$ cat src/verilog/mips_pipe_pkg.sv
package mips_pipe_pkg;

	typedef enum logic [2:0] {
		ALU_NOP,
		ALU_ADD,
		ALU_SUB,
		ALU_AND,
		ALU_OR,
		ALU_XOR,
		ALU_SLT,
		ALU_LUI
	} alu_op_e;

	// A set bit holds that point and every point before it
	typedef logic [5:0] stall_t;

	localparam int ST_PC = 0;
	localparam int ST_IF = 1;
	localparam int ST_ID = 2;
	localparam int ST_EX = 3;
	localparam int ST_MEM = 4;
	localparam int ST_WB = 5;

	localparam stall_t STALL_NONE = 6'b000000;
	localparam stall_t STALL_LOAD_USE = 6'b000111;
	localparam stall_t STALL_ALL = 6'b111111;

	typedef enum logic [1:0] {
		BUS_IDLE,
		BUS_FETCH,
		BUS_DATA
	} bus_state_e;

endpackage

$ cat src/verilog/mips_isa_pkg.sv
package mips_isa_pkg;

	localparam int DATA_W = 32;
	localparam int REG_ADDR_W = 5;
	localparam int SEL_W = 4;

	// Default first fetch address
	localparam logic [DATA_W-1:0] RESET_VECTOR = 32'h0000_0000;

	// Primary opcodes, inst[31:26]
	typedef enum logic [5:0] {
		OP_SPECIAL = 6'b000000,
		OP_BEQ     = 6'b000100,
		OP_BNE     = 6'b000101,
		OP_ADDIU   = 6'b001001,
		OP_ORI     = 6'b001101,
		OP_LUI     = 6'b001111,
		OP_LW      = 6'b100011,
		OP_SW      = 6'b101011
	} opcode_e;

	// SPECIAL function codes, inst[5:0]
	typedef enum logic [5:0] {
		FN_ADDU = 6'b100001,
		FN_SUBU = 6'b100011,
		FN_AND  = 6'b100100,
		FN_OR   = 6'b100101,
		FN_XOR  = 6'b100110,
		FN_SLT  = 6'b101010
	} funct_e;

endpackage
$ cat src/verilog/mips_core.sv
`timescale 1ns/1ps

module mips_core import mips_isa_pkg::*, mips_pipe_pkg::*; #(
	parameter logic [31:0] RESET_PC = RESET_VECTOR
) (
	input  logic              clk_i,
	input  logic              rst_n_i,
	input  logic [DATA_W-1:0] wb_data_i,
	input  logic              wb_ack_i,
	output logic [DATA_W-1:0] wb_addr_o,
	output logic [DATA_W-1:0] wb_data_o,
	output logic              wb_we_o,
	output logic              wb_cyc_o,
	output logic              wb_stb_o,
	output logic [SEL_W-1:0]  wb_sel_o
);

	stall_t stall;

	logic [DATA_W-1:0] fetch_pc;
	logic [DATA_W-1:0] fetch_inst;
	logic fetch_done;
	logic fetch_busy;
	logic data_busy;

	logic [DATA_W-1:0] id_pc;
	logic [DATA_W-1:0] id_inst;
	logic branch;
	logic [DATA_W-1:0] branch_target;

	logic [REG_ADDR_W-1:0] rs_addr;
	logic [REG_ADDR_W-1:0] rt_addr;
	logic [DATA_W-1:0] rs_data;
	logic [DATA_W-1:0] rt_data;

	// ID/EX
	alu_op_e idex_aluop;
	logic [DATA_W-1:0] idex_opa;
	logic [DATA_W-1:0] idex_opb;
	logic [DATA_W-1:0] idex_store_data;
	logic idex_wreg;
	logic idex_load;
	logic idex_store;
	logic [REG_ADDR_W-1:0] idex_wd;

	// Forwarding from EX and MEM
	logic fw_ex_wreg;
	logic [REG_ADDR_W-1:0] fw_ex_wd;
	logic [DATA_W-1:0] fw_ex_wdata;
	logic fw_ex_load;
	logic fw_mem_wreg;
	logic [REG_ADDR_W-1:0] fw_mem_wd;
	logic [DATA_W-1:0] fw_mem_wdata;

	// EX/MEM
	logic [DATA_W-1:0] exmem_result;
	logic [DATA_W-1:0] exmem_store_data;
	logic exmem_load;
	logic exmem_store;
	logic exmem_wreg;
	logic [REG_ADDR_W-1:0] exmem_wd;

	logic dreq;
	logic dwe;
	logic [DATA_W-1:0] daddr;
	logic [DATA_W-1:0] dwdata;
	logic [DATA_W-1:0] load_data;

	// MEM/WB
	logic wb_we;
	logic [REG_ADDR_W-1:0] wb_waddr;
	logic [DATA_W-1:0] wb_wdata;

	fetch_stage #(.RESET_PC(RESET_PC)) u_fetch (
		.clk_i(clk_i),
		.rst_n_i(rst_n_i),
		.stall_i(stall),
		.branch_i(branch),
		.branch_target_i(branch_target),
		.fetch_done_i(fetch_done),
		.fetch_inst_i(fetch_inst),
		.fetch_pc_o(fetch_pc),
		.id_pc_o(id_pc),
		.id_inst_o(id_inst)
	);

	decode_stage u_decode (
		.clk_i(clk_i),
		.rst_n_i(rst_n_i),
		.stall_i(stall),
		.pc_i(id_pc),
		.inst_i(id_inst),
		.rs_data_i(rs_data),
		.rt_data_i(rt_data),
		.ex_wreg_i(fw_ex_wreg),
		.ex_wd_i(fw_ex_wd),
		.ex_wdata_i(fw_ex_wdata),
		.mem_wreg_i(fw_mem_wreg),
		.mem_wd_i(fw_mem_wd),
		.mem_wdata_i(fw_mem_wdata),
		.rs_addr_o(rs_addr),
		.rt_addr_o(rt_addr),
		.branch_o(branch),
		.branch_target_o(branch_target),
		.ex_aluop_o(idex_aluop),
		.ex_opa_o(idex_opa),
		.ex_opb_o(idex_opb),
		.ex_store_data_o(idex_store_data),
		.ex_wreg_o(idex_wreg),
		.ex_load_o(idex_load),
		.ex_store_o(idex_store),
		.ex_wd_o(idex_wd)
	);

	regfile u_regfile (
		.clk_i(clk_i),
		.rst_n_i(rst_n_i),
		.we_i(wb_we),
		.waddr_i(wb_waddr),
		.wdata_i(wb_wdata),
		.raddr1_i(rs_addr),
		.raddr2_i(rt_addr),
		.rdata1_o(rs_data),
		.rdata2_o(rt_data)
	);

	execute_stage u_execute (
		.clk_i(clk_i),
		.rst_n_i(rst_n_i),
		.stall_i(stall),
		.aluop_i(idex_aluop),
		.opa_i(idex_opa),
		.opb_i(idex_opb),
		.store_data_i(idex_store_data),
		.wreg_i(idex_wreg),
		.load_i(idex_load),
		.store_i(idex_store),
		.wd_i(idex_wd),
		.ex_wreg_o(fw_ex_wreg),
		.ex_wd_o(fw_ex_wd),
		.ex_wdata_o(fw_ex_wdata),
		.ex_load_o(fw_ex_load),
		.result_o(exmem_result),
		.store_data_o(exmem_store_data),
		.load_o(exmem_load),
		.store_o(exmem_store),
		.wreg_o(exmem_wreg),
		.wd_o(exmem_wd)
	);

	mem_stage u_mem (
		.clk_i(clk_i),
		.rst_n_i(rst_n_i),
		.stall_i(stall),
		.result_i(exmem_result),
		.store_data_i(exmem_store_data),
		.load_i(exmem_load),
		.store_i(exmem_store),
		.wreg_i(exmem_wreg),
		.wd_i(exmem_wd),
		.load_data_i(load_data),
		.dreq_o(dreq),
		.dwe_o(dwe),
		.daddr_o(daddr),
		.dwdata_o(dwdata),
		.mem_wreg_o(fw_mem_wreg),
		.mem_wd_o(fw_mem_wd),
		.mem_wdata_o(fw_mem_wdata),
		.wb_we_o(wb_we),
		.wb_waddr_o(wb_waddr),
		.wb_wdata_o(wb_wdata)
	);

	bus_ctrl u_bus (
		.clk_i(clk_i),
		.rst_n_i(rst_n_i),
		.fetch_pc_i(fetch_pc),
		.dreq_i(dreq),
		.dwe_i(dwe),
		.daddr_i(daddr),
		.dwdata_i(dwdata),
		.wb_data_i(wb_data_i),
		.wb_ack_i(wb_ack_i),
		.wb_addr_o(wb_addr_o),
		.wb_data_o(wb_data_o),
		.wb_we_o(wb_we_o),
		.wb_cyc_o(wb_cyc_o),
		.wb_stb_o(wb_stb_o),
		.wb_sel_o(wb_sel_o),
		.fetch_inst_o(fetch_inst),
		.fetch_done_o(fetch_done),
		.load_data_o(load_data),
		.fetch_busy_o(fetch_busy),
		.data_busy_o(data_busy)
	);

	pipe_ctrl u_pipe_ctrl (
		.ex_load_i(fw_ex_load),
		.ex_wd_i(fw_ex_wd),
		.rs_addr_i(rs_addr),
		.rt_addr_i(rt_addr),
		.fetch_busy_i(fetch_busy),
		.data_busy_i(data_busy),
		.stall_o(stall)
	);

endmodule

$ cat src/verilog/pipe_ctrl.sv
`timescale 1ns/1ps

module pipe_ctrl import mips_isa_pkg::*, mips_pipe_pkg::*; (
	input  logic                  ex_load_i,
	input  logic [REG_ADDR_W-1:0] ex_wd_i,
	input  logic [REG_ADDR_W-1:0] rs_addr_i,
	input  logic [REG_ADDR_W-1:0] rt_addr_i,
	input  logic                  fetch_busy_i,
	input  logic                  data_busy_i,
	output stall_t                stall_o
);

	logic load_use;

	assign load_use = ex_load_i && ex_wd_i != '0 &&
		(ex_wd_i == rs_addr_i || ex_wd_i == rt_addr_i);

	// Bus freeze overrides the load-use bubble
	always_comb begin
		if (fetch_busy_i || data_busy_i)
			stall_o = STALL_ALL;
		else if (load_use)
			stall_o = STALL_LOAD_USE;
		else
			stall_o = STALL_NONE;
	end

endmodule

$ cat src/verilog/bus_ctrl.sv
`timescale 1ns/1ps

module bus_ctrl import mips_isa_pkg::*, mips_pipe_pkg::*; (
	input  logic              clk_i,
	input  logic              rst_n_i,
	input  logic [DATA_W-1:0] fetch_pc_i,
	input  logic              dreq_i,
	input  logic              dwe_i,
	input  logic [DATA_W-1:0] daddr_i,
	input  logic [DATA_W-1:0] dwdata_i,
	input  logic [DATA_W-1:0] wb_data_i,
	input  logic              wb_ack_i,
	output logic [DATA_W-1:0] wb_addr_o,
	output logic [DATA_W-1:0] wb_data_o,
	output logic              wb_we_o,
	output logic              wb_cyc_o,
	output logic              wb_stb_o,
	output logic [SEL_W-1:0]  wb_sel_o,
	output logic [DATA_W-1:0] fetch_inst_o,
	output logic              fetch_done_o,
	output logic [DATA_W-1:0] load_data_o,
	output logic              fetch_busy_o,
	output logic              data_busy_o
);

	bus_state_e state;
	logic data_done;
	logic start_data;

	// MEM access of the current slot goes first, once
	assign start_data = dreq_i && !data_done;

	always_ff @(posedge clk_i) begin
		if (!rst_n_i) begin
			state <= BUS_IDLE;
			wb_cyc_o <= 1'b0;
			wb_stb_o <= 1'b0;
			wb_we_o <= 1'b0;
			data_done <= 1'b0;
		end else begin
			case (state)
				BUS_IDLE: begin
					wb_cyc_o <= 1'b1;
					wb_stb_o <= 1'b1;
					wb_we_o <= start_data && dwe_i;
					state <= start_data ? BUS_DATA : BUS_FETCH;
				end
				BUS_FETCH: begin
					if (wb_ack_i) begin
						state <= BUS_IDLE;
						wb_cyc_o <= 1'b0;
						wb_stb_o <= 1'b0;
						data_done <= 1'b0;
					end
				end
				BUS_DATA: begin
					if (wb_ack_i) begin
						state <= BUS_IDLE;
						wb_cyc_o <= 1'b0;
						wb_stb_o <= 1'b0;
						wb_we_o <= 1'b0;
						data_done <= 1'b1;
					end
				end
				default: state <= BUS_IDLE;
			endcase
		end
	end

	always_ff @(posedge clk_i) begin
		if (state == BUS_IDLE) begin
			wb_addr_o <= start_data ? daddr_i : fetch_pc_i;
			wb_data_o <= dwdata_i;
		end
		if (state == BUS_DATA && wb_ack_i) begin
			load_data_o <= wb_data_i;
		end
	end

	assign wb_sel_o = '1;

	// The pipeline advances on the edge that ends a fetch
	assign fetch_done_o = state == BUS_FETCH && wb_ack_i;
	assign fetch_inst_o = wb_data_i;
	assign fetch_busy_o = state != BUS_DATA && !fetch_done_o;
	assign data_busy_o = state == BUS_DATA;

	a_addr_stable: assert property (@(posedge clk_i) disable iff (!rst_n_i)
		wb_stb_o && !wb_ack_i |=> $stable(wb_addr_o));

endmodule

$ cat src/verilog/mem_stage.sv
`timescale 1ns/1ps

module mem_stage import mips_isa_pkg::*, mips_pipe_pkg::*; (
	input  logic                  clk_i,
	input  logic                  rst_n_i,
	input  stall_t                stall_i,
	input  logic [DATA_W-1:0]     result_i,
	input  logic [DATA_W-1:0]     store_data_i,
	input  logic                  load_i,
	input  logic                  store_i,
	input  logic                  wreg_i,
	input  logic [REG_ADDR_W-1:0] wd_i,
	input  logic [DATA_W-1:0]     load_data_i,
	output logic                  dreq_o,
	output logic                  dwe_o,
	output logic [DATA_W-1:0]     daddr_o,
	output logic [DATA_W-1:0]     dwdata_o,
	output logic                  mem_wreg_o,
	output logic [REG_ADDR_W-1:0] mem_wd_o,
	output logic [DATA_W-1:0]     mem_wdata_o,
	output logic                  wb_we_o,
	output logic [REG_ADDR_W-1:0] wb_waddr_o,
	output logic [DATA_W-1:0]     wb_wdata_o
);

	assign dreq_o = load_i || store_i;
	assign dwe_o = store_i;
	assign daddr_o = result_i;
	assign dwdata_o = store_data_i;

	assign mem_wreg_o = wreg_i;
	assign mem_wd_o = wd_i;
	assign mem_wdata_o = load_i ? load_data_i : result_i;

	always_ff @(posedge clk_i) begin
		if (!rst_n_i || (stall_i[ST_MEM] && !stall_i[ST_WB])) begin
			wb_we_o <= 1'b0;
		end else if (!stall_i[ST_MEM]) begin
			wb_we_o <= wreg_i;
		end
	end

	always_ff @(posedge clk_i) begin
		if (!stall_i[ST_MEM]) begin
			wb_waddr_o <= wd_i;
			wb_wdata_o <= mem_wdata_o;
		end
	end

	a_daddr_aligned: assert property (@(posedge clk_i) disable iff (!rst_n_i)
		dreq_o |-> daddr_o[1:0] == 2'b00);

endmodule

$ cat src/verilog/execute_stage.sv
`timescale 1ns/1ps

module execute_stage import mips_isa_pkg::*, mips_pipe_pkg::*; (
	input  logic                  clk_i,
	input  logic                  rst_n_i,
	input  stall_t                stall_i,
	input  alu_op_e               aluop_i,
	input  logic [DATA_W-1:0]     opa_i,
	input  logic [DATA_W-1:0]     opb_i,
	input  logic [DATA_W-1:0]     store_data_i,
	input  logic                  wreg_i,
	input  logic                  load_i,
	input  logic                  store_i,
	input  logic [REG_ADDR_W-1:0] wd_i,
	output logic                  ex_wreg_o,
	output logic [REG_ADDR_W-1:0] ex_wd_o,
	output logic [DATA_W-1:0]     ex_wdata_o,
	output logic                  ex_load_o,
	output logic [DATA_W-1:0]     result_o,
	output logic [DATA_W-1:0]     store_data_o,
	output logic                  load_o,
	output logic                  store_o,
	output logic                  wreg_o,
	output logic [REG_ADDR_W-1:0] wd_o
);

	logic [DATA_W-1:0] alu_res;

	// Loads and stores use ADD for the address
	always_comb begin
		case (aluop_i)
			ALU_ADD: alu_res = opa_i + opb_i;
			ALU_SUB: alu_res = opa_i - opb_i;
			ALU_AND: alu_res = opa_i & opb_i;
			ALU_OR:  alu_res = opa_i | opb_i;
			ALU_XOR: alu_res = opa_i ^ opb_i;
			ALU_SLT: alu_res = {31'b0, $signed(opa_i) < $signed(opb_i)};
			ALU_LUI: alu_res = {opb_i[15:0], 16'h0000};
			default: alu_res = '0;
		endcase
	end

	assign ex_wreg_o = wreg_i;
	assign ex_wd_o = wd_i;
	assign ex_wdata_o = alu_res;
	assign ex_load_o = load_i;

	always_ff @(posedge clk_i) begin
		if (!rst_n_i || (stall_i[ST_EX] && !stall_i[ST_MEM])) begin
			load_o <= 1'b0;
			store_o <= 1'b0;
			wreg_o <= 1'b0;
		end else if (!stall_i[ST_EX]) begin
			load_o <= load_i;
			store_o <= store_i;
			wreg_o <= wreg_i;
		end
	end

	always_ff @(posedge clk_i) begin
		if (!stall_i[ST_EX]) begin
			result_o <= alu_res;
			store_data_o <= store_data_i;
			wd_o <= wd_i;
		end
	end

endmodule

$ cat src/verilog/decode_stage.sv
`timescale 1ns/1ps

module decode_stage import mips_isa_pkg::*, mips_pipe_pkg::*; (
	input  logic                  clk_i,
	input  logic                  rst_n_i,
	input  stall_t                stall_i,
	input  logic [DATA_W-1:0]     pc_i,
	input  logic [DATA_W-1:0]     inst_i,
	input  logic [DATA_W-1:0]     rs_data_i,
	input  logic [DATA_W-1:0]     rt_data_i,
	input  logic                  ex_wreg_i,
	input  logic [REG_ADDR_W-1:0] ex_wd_i,
	input  logic [DATA_W-1:0]     ex_wdata_i,
	input  logic                  mem_wreg_i,
	input  logic [REG_ADDR_W-1:0] mem_wd_i,
	input  logic [DATA_W-1:0]     mem_wdata_i,
	output logic [REG_ADDR_W-1:0] rs_addr_o,
	output logic [REG_ADDR_W-1:0] rt_addr_o,
	output logic                  branch_o,
	output logic [DATA_W-1:0]     branch_target_o,
	output alu_op_e               ex_aluop_o,
	output logic [DATA_W-1:0]     ex_opa_o,
	output logic [DATA_W-1:0]     ex_opb_o,
	output logic [DATA_W-1:0]     ex_store_data_o,
	output logic                  ex_wreg_o,
	output logic                  ex_load_o,
	output logic                  ex_store_o,
	output logic [REG_ADDR_W-1:0] ex_wd_o
);

	opcode_e opcode;
	funct_e funct;
	logic [DATA_W-1:0] imm_sext;
	logic [DATA_W-1:0] imm_zext;
	logic [DATA_W-1:0] rs_val;
	logic [DATA_W-1:0] rt_val;
	alu_op_e aluop;
	logic [DATA_W-1:0] opb;
	logic wreg;
	logic load;
	logic store;
	logic [REG_ADDR_W-1:0] wd;

	assign opcode = opcode_e'(inst_i[31:26]);
	assign funct = funct_e'(inst_i[5:0]);
	assign rs_addr_o = inst_i[25:21];
	assign rt_addr_o = inst_i[20:16];
	assign imm_sext = {{16{inst_i[15]}}, inst_i[15:0]};
	assign imm_zext = {16'h0000, inst_i[15:0]};

	// EX result is newer than MEM, so it wins
	function automatic logic [DATA_W-1:0] fwd(
		input logic [REG_ADDR_W-1:0] addr,
		input logic [DATA_W-1:0]     rf_data
	);
		logic [DATA_W-1:0] val;
		if (addr == '0)
			val = '0;
		else if (ex_wreg_i && ex_wd_i == addr)
			val = ex_wdata_i;
		else if (mem_wreg_i && mem_wd_i == addr)
			val = mem_wdata_i;
		else
			val = rf_data;
		return val;
	endfunction

	always_comb begin
		rs_val = fwd(rs_addr_o, rs_data_i);
		rt_val = fwd(rt_addr_o, rt_data_i);
	end

	always_comb begin
		aluop = ALU_NOP;
		opb = rt_val;
		wreg = 1'b0;
		load = 1'b0;
		store = 1'b0;
		wd = inst_i[20:16];
		case (opcode)
			OP_SPECIAL: begin
				wd = inst_i[15:11];
				wreg = 1'b1;
				case (funct)
					FN_ADDU: aluop = ALU_ADD;
					FN_SUBU: aluop = ALU_SUB;
					FN_AND:  aluop = ALU_AND;
					FN_OR:   aluop = ALU_OR;
					FN_XOR:  aluop = ALU_XOR;
					FN_SLT:  aluop = ALU_SLT;
					default: wreg = 1'b0;
				endcase
			end
			OP_ADDIU: begin
				aluop = ALU_ADD;
				opb = imm_sext;
				wreg = 1'b1;
			end
			OP_ORI: begin
				aluop = ALU_OR;
				opb = imm_zext;
				wreg = 1'b1;
			end
			OP_LUI: begin
				aluop = ALU_LUI;
				opb = imm_zext;
				wreg = 1'b1;
			end
			OP_LW: begin
				aluop = ALU_ADD;
				opb = imm_sext;
				wreg = 1'b1;
				load = 1'b1;
			end
			OP_SW: begin
				aluop = ALU_ADD;
				opb = imm_sext;
				store = 1'b1;
			end
			default: ;
		endcase
	end

	// Branch target is relative to the delay slot
	assign branch_o = (opcode == OP_BEQ && rs_val == rt_val) ||
		(opcode == OP_BNE && rs_val != rt_val);
	assign branch_target_o = pc_i + 32'd4 + {imm_sext[DATA_W-3:0], 2'b00};

	always_ff @(posedge clk_i) begin
		if (!rst_n_i || (stall_i[ST_ID] && !stall_i[ST_EX])) begin
			ex_aluop_o <= ALU_NOP;
			ex_wreg_o <= 1'b0;
			ex_load_o <= 1'b0;
			ex_store_o <= 1'b0;
		end else if (!stall_i[ST_ID]) begin
			ex_aluop_o <= aluop;
			ex_wreg_o <= wreg;
			ex_load_o <= load;
			ex_store_o <= store;
		end
	end

	always_ff @(posedge clk_i) begin
		if (!stall_i[ST_ID]) begin
			ex_opa_o <= rs_val;
			ex_opb_o <= opb;
			ex_store_data_o <= rt_val;
			ex_wd_o <= wd;
		end
	end

endmodule

$ cat src/verilog/fetch_stage.sv
`timescale 1ns/1ps

module fetch_stage import mips_isa_pkg::*, mips_pipe_pkg::*; #(
	parameter logic [31:0] RESET_PC = RESET_VECTOR
) (
	input  logic              clk_i,
	input  logic              rst_n_i,
	input  stall_t            stall_i,
	input  logic              branch_i,
	input  logic [DATA_W-1:0] branch_target_i,
	input  logic              fetch_done_i,
	input  logic [DATA_W-1:0] fetch_inst_i,
	output logic [DATA_W-1:0] fetch_pc_o,
	output logic [DATA_W-1:0] id_pc_o,
	output logic [DATA_W-1:0] id_inst_o
);

	logic [DATA_W-1:0] pc;

	assign fetch_pc_o = pc;

	// Branch in decode redirects the fetch after its delay slot
	always_ff @(posedge clk_i) begin
		if (!rst_n_i) begin
			pc <= RESET_PC;
		end else if (fetch_done_i && !stall_i[ST_PC]) begin
			pc <= branch_i ? branch_target_i : pc + 32'd4;
		end
	end

	always_ff @(posedge clk_i) begin
		if (!rst_n_i) begin
			id_inst_o <= '0;
		end else if (stall_i[ST_IF] && !stall_i[ST_ID]) begin
			id_inst_o <= '0;
		end else if (fetch_done_i && !stall_i[ST_IF]) begin
			id_inst_o <= fetch_inst_i;
		end
	end

	always_ff @(posedge clk_i) begin
		if (fetch_done_i && !stall_i[ST_IF]) begin
			id_pc_o <= pc;
		end
	end

	a_pc_aligned: assert property (@(posedge clk_i) disable iff (!rst_n_i)
		fetch_done_i |=> pc[1:0] == 2'b00);

endmodule

$ cat src/verilog/regfile.sv
`timescale 1ns/1ps

module regfile import mips_isa_pkg::*; (
	input  logic                  clk_i,
	input  logic                  rst_n_i,
	input  logic                  we_i,
	input  logic [REG_ADDR_W-1:0] waddr_i,
	input  logic [DATA_W-1:0]     wdata_i,
	input  logic [REG_ADDR_W-1:0] raddr1_i,
	input  logic [REG_ADDR_W-1:0] raddr2_i,
	output logic [DATA_W-1:0]     rdata1_o,
	output logic [DATA_W-1:0]     rdata2_o
);

	logic [DATA_W-1:0] regs [1 << REG_ADDR_W];
	logic wr_en;

	assign wr_en = rst_n_i && we_i && waddr_i != '0;

	always_ff @(posedge clk_i) begin
		if (wr_en) begin
			regs[waddr_i] <= wdata_i;
		end
	end

	// Write-through so decode sees this cycle's write-back
	assign rdata1_o = (raddr1_i == '0) ? '0 :
		(wr_en && waddr_i == raddr1_i) ? wdata_i : regs[raddr1_i];
	assign rdata2_o = (raddr2_i == '0) ? '0 :
		(wr_en && waddr_i == raddr2_i) ? wdata_i : regs[raddr2_i];

endmodule

$ cat config.mk
export PLATFORM = sky130hd
export DESIGN_NAME = mips_core
export DESIGN_NICKNAME = d
export VERILOG_FILES = /design/src/verilog/mips_pipe_pkg.sv /design/src/verilog/mips_isa_pkg.sv /design/src/verilog/mips_core.sv /design/src/verilog/pipe_ctrl.sv /design/src/verilog/bus_ctrl.sv /design/src/verilog/mem_stage.sv /design/src/verilog/execute_stage.sv /design/src/verilog/decode_stage.sv /design/src/verilog/fetch_stage.sv /design/src/verilog/regfile.sv
export SDC_FILE = /design/constraint.sdc
export NUM_CORES = 2
export LEC_CHECK = 0
export BUFFER_PORTS_ARGS = -buffer_cell sky130_fd_sc_hd__buf_2
export CAP_MARGIN = 20
export CORE_AREA = 3 3 437 439
export CTS_CLUSTER_DIAMETER = 30
export DETAILED_ROUTE_END_ITERATION = 16
export DIE_AREA = 0 0 440 442
export PLACE_DENSITY = 0.53
export SLEW_MARGIN = 10
export SYNTH_ARGS = -nofsm -noshare
export SYNTH_HDL_FRONTEND = slang
export SYNTH_SLANG_ARGS = --single-unit
$ cat constraint.sdc
create_clock -name clk_i -period 21.6 [get_ports clk_i]
set_clock_uncertainty 0.05 [all_clocks]
set_input_delay 5.4 -clock clk_i [delete_from_list [all_inputs] [get_ports clk_i]]
set_output_delay 5.4 -clock clk_i [all_outputs]
set_load 0.1 [all_outputs]
======== Word-level counts from Yosys, hierarchy flattened ========
Memories as Yosys holds them, arrays and structs flattened. A register that Yosys moved wholly into a read port is not among the register bits.
Cells that the tools add are included.
W data, S select, Z words.
word-level totals
  bits in registers ....................... 414
  memory bits (writable) .................. 1024
  input port bits ......................... 35
  output and inout bits ................... 71
  logic and storage cells ................. 165
  memories ................................ 1
cells by class
  add/subtract/negate cells ............... 5
  order comparisons ....................... 1
  equal/unequal tests ..................... 34
  muxes and demuxes ....................... 36
  bitwise gates (word level) .............. 4
  reductions and logical operators ........ 57
memories
  memory          depth  width  read ports  clocked after Yosys merged registers in  write ports  RTL line       source
  u_regfile.regs  32     32     2           2                                        1            regfile.sv:15  logic [DATA_W-1:0] regs [1 << REG_ADDR_W];
operators with widths
  cell                     number
  $mux W32                 11
  $pmux W32 S7             1
  $add A32 B3 Y32 const B  2
  $add A32 B32 Y32         2
  $pmux W32 S2             1
  $eq A6 B6 Y1 const B     8
  $and A32 B32 Y32         1
  $eq A32 B32 Y1           1
  $lt A32 B32 Y1           1
  $ne A32 B32 Y1           1
  $or A32 B32 Y32          1
  $sub A32 B32 Y32         1
  $xor A32 B32 Y32         1
  $eq A5 B5 Y1             6
  $mux W5                  5
  $logic_and A1 B1 Y1      23
  $eq A6 B4 Y1 const B     3
  $pmux W3 S6              1
  $eq A3 B3 Y1 const B     4
  $eq A6 B3 Y1 const B     2
  $pmux W3 S4              1
  $logic_not A5 Y1         2
  $reduce_bool A5 Y1       2
  $logic_not A1 Y1         9
  23 further kinds         47

======== Logic depth before layout (Yosys ltp) ========
  depth in word-level cells ............... 11
  gate-level depth with buffers ........... 25
  depth with buffers taken out ............ 21

======== Modules after synthesis ========
A second synthesis with hierarchy kept.
second synthesis, totals
  cells, all modules ...................... 5175
  area total of the unflattened synthesis .. 73920.9 µm²
modules (own cells, without submodules)
  module         times used  cells an instance  area each (µm²)  seq. area each (µm²)
  regfile        1           2654               48047.3          30749.5
  decode_stage   1           786                7907.6           3153.0
  execute_stage  1           917                7639.8           2132.0
  fetch_stage    1           440                4051.4           2242.2
  bus_ctrl       1           204                3873.7           2982.9
  mem_stage      1           150                2232.1           1131.1
  pipe_ctrl      1           24                 168.9            0.0

======== Worst setup path after synthesis ========
OpenSTA, ideal clock, no wires.
  path kind ............................... input -> register
  start ................................... input wb_ack_i
  end ..................................... register u_decode.ex_opa_o[0] (enable)
  library setup time ...................... 0.697 ns
  arrival time ............................ 10.822 ns
  data required time ...................... 20.853 ns
  path slack .............................. 10.031 ns
  stages on the path ...................... 8
  path buffers ............................ 3
  path through ............................ nand2_1 > or2_2 > clkbuf_1 > clkinv_1 > nand2_1 > clkbuf_1 > buf_1 > inv_1
on the way
  longest elaborated chain between the ends .. 5
ends and longest elaborated chain
  what                  RTL line             source
  start, declared       mips_core.sv:9       input logic wb_ack_i,
  $logic_and A1 B1 Y1   bus_ctrl.sv:83       assign fetch_done_o = state == BUS_FETCH && wb_ack_i;
  $logic_not A1 Y1      bus_ctrl.sv:85       assign fetch_busy_o = state != BUS_DATA && !fetch_done_o;
  $logic_and A1 B1 Y1   bus_ctrl.sv:85
  $logic_or A1 B1 Y1    pipe_ctrl.sv:20      if (fetch_busy_i || data_busy_i)
  $mux W6               pipe_ctrl.sv:20
  end signal, assigned  decode_stage.sv:145  ex_opa_o <= rs_val;
  end, declared         decode_stage.sv:22   output logic [DATA_W-1:0] ex_opa_o,
Every way passes these cells.
A chain may end at the register's enable or synchronous reset.

======== Worst setup path after layout ========
  start ................................... input rst_n_i
  end ..................................... register u_fetch.pc[16] (netlist: u_fetch.fetch_pc_o[16])
on the way
  longest elaborated chain between the ends .. 11
  elaborated cells between the ends (all ways) .. 18
  classes of those cells .................. eq/ne (2); mux (9); reduce/logical (7)
ends and longest elaborated chain
  what                                                     RTL line                                  source
  start, declared                                          mips_core.sv:7                            input logic rst_n_i,
  $logic_and A1 B1 Y1 * (2 in a row)                       regfile.sv:18                             assign wr_en = rst_n_i && we_i && waddr_i != '0;
  $logic_and A1 B1 Y1 *                                    regfile.sv:30                             (wr_en && waddr_i == raddr2_i) ? wdata_i : regs[raddr2_i];
  $mux W32 *                                               regfile.sv:30
  $mux W32 *                                               decode_stage.sv:61                        else if (mem_wreg_i && mem_wd_i == addr)
  $mux W32 *                                               decode_stage.sv:59                        else if (ex_wreg_i && ex_wd_i == addr)
  $mux W32 *                                               decode_stage.sv:57                        if (addr == '0)
  net u_decode.rt_val[6]                                   decode_stage.sv:36                        logic [DATA_W-1:0] rt_val;
  $eq A32 B32 Y1 / $ne A32 B32 Y1 (equally long branches)  decode_stage.sv:125, decode_stage.sv:126
  $logic_and A1 B1 Y1 (on tied branches)                   decode_stage.sv:125, decode_stage.sv:126
  $logic_or A1 B1 Y1 *                                     decode_stage.sv:125                       assign branch_o = (opcode == OP_BEQ && rs_val == rt_val) ||
  $mux W32 *                                               fetch_stage.sv:27                         pc <= branch_i ? branch_target_i : pc + 32'd4;
  end signal, assigned                                     fetch_stage.sv:27
  end, declared                                            fetch_stage.sv:18                         logic [DATA_W-1:0] pc;
The timed path passes the listed nets; every way through them passes the cells marked *.

==> run_results.csv <==
group,metric,value,unit
sta,finalCritPeriodShare,53.0,%
logic_synthesis,synth_cells,5325,
cts,clk_latency,940,ps
sta,finalWorstSetupSlack,10150,ps
cts,clockBufferDepth,4,
layout,fillers,16200,
cts,cts_resized,0,
die,start_util,39.9,%
grt,antenna_found_initial,24,
power,peakVddDrop,0.0951,mV
grt,grt.overflow.total,0,
worst_hold_path,holdPathStages,0,
place,place_area,78200,um2
layout,fin_util,48.1,%
cts,cts_made_buffers,349,
route,drt_first_pass_iters,8,
worst_setup_path,required,22300,ps
power,p_per_area,103,nW/um2
logic_synthesis,ys.flop_type,"edfxtp_1",
sta,rsz0062_at_grt,"false",
logic_synthesis,synth.avg_cell_area,14.1,um2
die,fp.dieArea,194000,um2
logic_synthesis,synth_cell_type_count,114,
logic_synthesis,yosysWarnings,0,
worst_setup_path,worstPathMaxFanout,55,
layout,multiInputGateArea,30000,um2
sta,layout_min_cycle_time,11450,ps
power,power_frac_comb,9.4,%
sta,hold_viol_final,0,
die,core_area,188000,um2
logic_synthesis,synth_edf_count,1359,
route,vias_per_cell,6.36,
cts,cts_tree,"done",
layout,final_cell_area,90100,um2
logic_synthesis,yosysSeqAreaShare,56.9,%
power,internal-power,6.98,mW
worst_setup_path,critPathLaunchType,"input pin",
sta,worst_pin_slew,1270,ps
power,power.switching,2.29,mW
power,seq_power_share,34.3,%
flow_run,max-cap-violations,0,
grt,grt_pass1_wl,407000,um
cts,postCtsSetupRepairBufs,0,
route,drt-total-wl,294000,um
worst_setup_path,crit_type,"input pin to flip-flop",
cts,ctsHoldBuffers,0,
power,p_leak,30.5,nW
sta,worst_slew_margin_rel,15.4,%
logic_synthesis,syn_area,74800,um2
sta,fmax,0.0874,GHz
place,port_buffers,101,
die,die_h,442,um
cts,cts_root_buf,"clkbuf_16",
place,hpwl,189000,um
grt,first_global_vias,51900,
sta,fin_setup_tns,0,ps
power,clkPwrFrac,56.4,%
place,place_ws,9540,ps
die,row_count,159,
layout,synthToLayoutAreaGrowth,20.5,%
worst_setup_path,cp_data_arrival_time,12150,ps
worst_hold_path,hold_path.class,"flip-flop to flip-flop",
logic_synthesis,async_flop_share,0,%
grt,grt_usage,29.6,%
layout,final_nets,5814,
run_status,status,"finished, final reports clean",
sta,hold_ws,361,ps
layout,register_area,42600,um2
sta,finalSetupViolations,0,
logic_synthesis,synth-seq-cells,1448,
route,ant_nets,0,
route,detail_route.iter0.violations,6423,
die,ioPinCount,106,
route,drc_errors,0,
sta,drv_slew,0,
grt,grt_max_degree,80,
cts,cts_sinks,1448,
worst_setup_path,endpoint_kind,"flip-flop",
route,vias,53300,
worst_setup_path,r2r_cells,20,
cts,h-tree-depth,5,
place,place_congestion,0.951,
power,sw_frac_of_total,24.7,%
route,wl_per_cell,35.1,um
layout,drive_above_1_share,23.9,%
cts,path_clk_slew,40,ps
die,dieWidth,440,um
-- power by group through the flow --
stage                     Clock [mW]  Combinational, mW  Sequential, mW
after floorplan                    0              0.464            3.28
after global placement             0              0.838            3.23
after detailed placement           0              0.840            3.23
after CTS                       5.27              0.843            3.18
after global routing            5.44              0.902            3.18
final                           5.23              0.867            3.18
-- Yosys cell counts (all sizes together) (107+ instances only) --
| master | count | area share [%] |
|---|---|---|
| ha | 167 | 2.8 |
| clkbuf | 163 | 0.82 |
| a22oi | 144 | 1.4 |
| nor3 | 107 | 0.72 |
| edfxtp | 1359 | 55 |
| mux4 | 399 | 12 |
| buf | 210 | 1.8 |
| inv | 167 | 0.84 |
| mux2i | 339 | 4.5 |
| a21oi | 218 | 1.5 |
| nand2 | 332 | 1.7 |
| nor2 | 245 | 1.3 |
| o21ai | 137 | 0.92 |
| nand3 | 137 | 0.94 |
-- critical path, stage by stage --
cell and delay (ps):
buf_2 70, buf_4 510, and2_1 340, nand4b_1 190
or2_1 640, nand3_4 490, nor3_1 140, a2111oi_1 740
xor2_1 270, or4_1 610, nor4_1 510, nand4_1 220
or2_4 350, nor2_8 180, mux2i_2 600, buf_4 330
nor3_1 80, or3_1 380
-- final timing paths --
path | from | end | slack (ps)
setup / recovery | rst_n_i | u_fetch.fetch_pc_o[16] | 10150
setup reg to reg | flip-flop | u_fetch.fetch_pc_o[16] | 13010
hold reg to reg | u_execute.store_data_o[4] | u_bus.wb_data_o[4] | 360
hold / removal | u_execute.store_data_o[4] | u_bus.wb_data_o[4] | 360
-- final cells by class --
| type | instances | share of cell area [%] |
|---|---|---|
| Antenna cell | 12 | 0.0333 |
| Tap cell | 2495 | 3.46 |
| Sequential cell | 1448 | 47.3 |
| Timing Repair Buffer | 272 | 2.22 |
| Clock inverter | 222 | 2.94 |
| Clock buffer | 397 | 10.0 |
| Inverter | 171 | 0.723 |
| Multi-Input combinational cell | 3367 | 33.3 |
-- metrics by stage --
step / instances / total power, mW
4_1_cts: 8363 / 9.30
5_1_grt: 8372 / 9.51
3_5_place_dp: 7744 / 4.07
3_3_place_gp: 7740 / 4.07
6_report: 8384 / 9.27
2_1_floorplan: 5359 / 3.74
-- flip-flops by register name, summed over array words and instances (netlist names), 2 cells and up, named ones only --
name / count
u_bus.wb_addr_o: 32
u_bus.wb_data_o: 32
u_regfile.regs: 1024
u_execute.result_o: 32
u_fetch.id_inst_o: 32
u_execute.store_data_o: 32
u_bus.state: 2
u_fetch.fetch_pc_o: 32
u_decode.ex_opb_o: 32
u_fetch.id_pc_o: 32
u_mem.wb_waddr_o: 5
u_decode.ex_store_data_o: 32
u_decode.ex_wd_o: 5
u_mem.wb_wdata_o: 32
u_bus.load_data_o: 32
u_decode.ex_opa_o: 32
u_decode.ex_aluop_o: 3
u_execute.wd_o: 5
-- cells in the final DEF (no fill, tap or decap), drive strengths merged, types with 27 or more instances in the layout --
cell type and n:
a211oi 46, a21o 27, a21oi 218, a22oi 144, a31oi 37, and2 29, and3 50, buf 270
bufinv 53, clkbuf 399, clkinv 121, clkinvlp 35, conb 36, dfxtp 89, edfxtp 1359, ha 167
inv 184, mux2 89, mux2i 339, mux4 399, nand2 332, nand2b 37, nand3 137, nand4 63
nor2 245, nor2b 49, nor3 107, nor4 28, o211ai 53, o21ai 137, o221ai 27, o22ai 77
or3 33, xnor2 61
-- routing by layer --
metal / track usage [%] / part of all wire, % / vias up
met4: 15.5 / 5.8 / 12
met1: 38.4 / 38 / 27500
met3: 7.31 / 9.8 / 689
li1: - / - / 22000
met2: 46.0 / 46 / 3108
met5: 0 / 0.027 / -
-- cells by family after synthesis --
kind of cell | share of synthesized area (%)
DFF | 56.9
and+or+nand+nor | 7.93
muxes | 17.9
buffers and inverters | 3.53
adders and majority gates | 2.87
other | 0.0100
AOI/OAI and AO/OA | 9.88
xor gates and xnor gates | 0.972
Power figures use the tool's default switching activity.
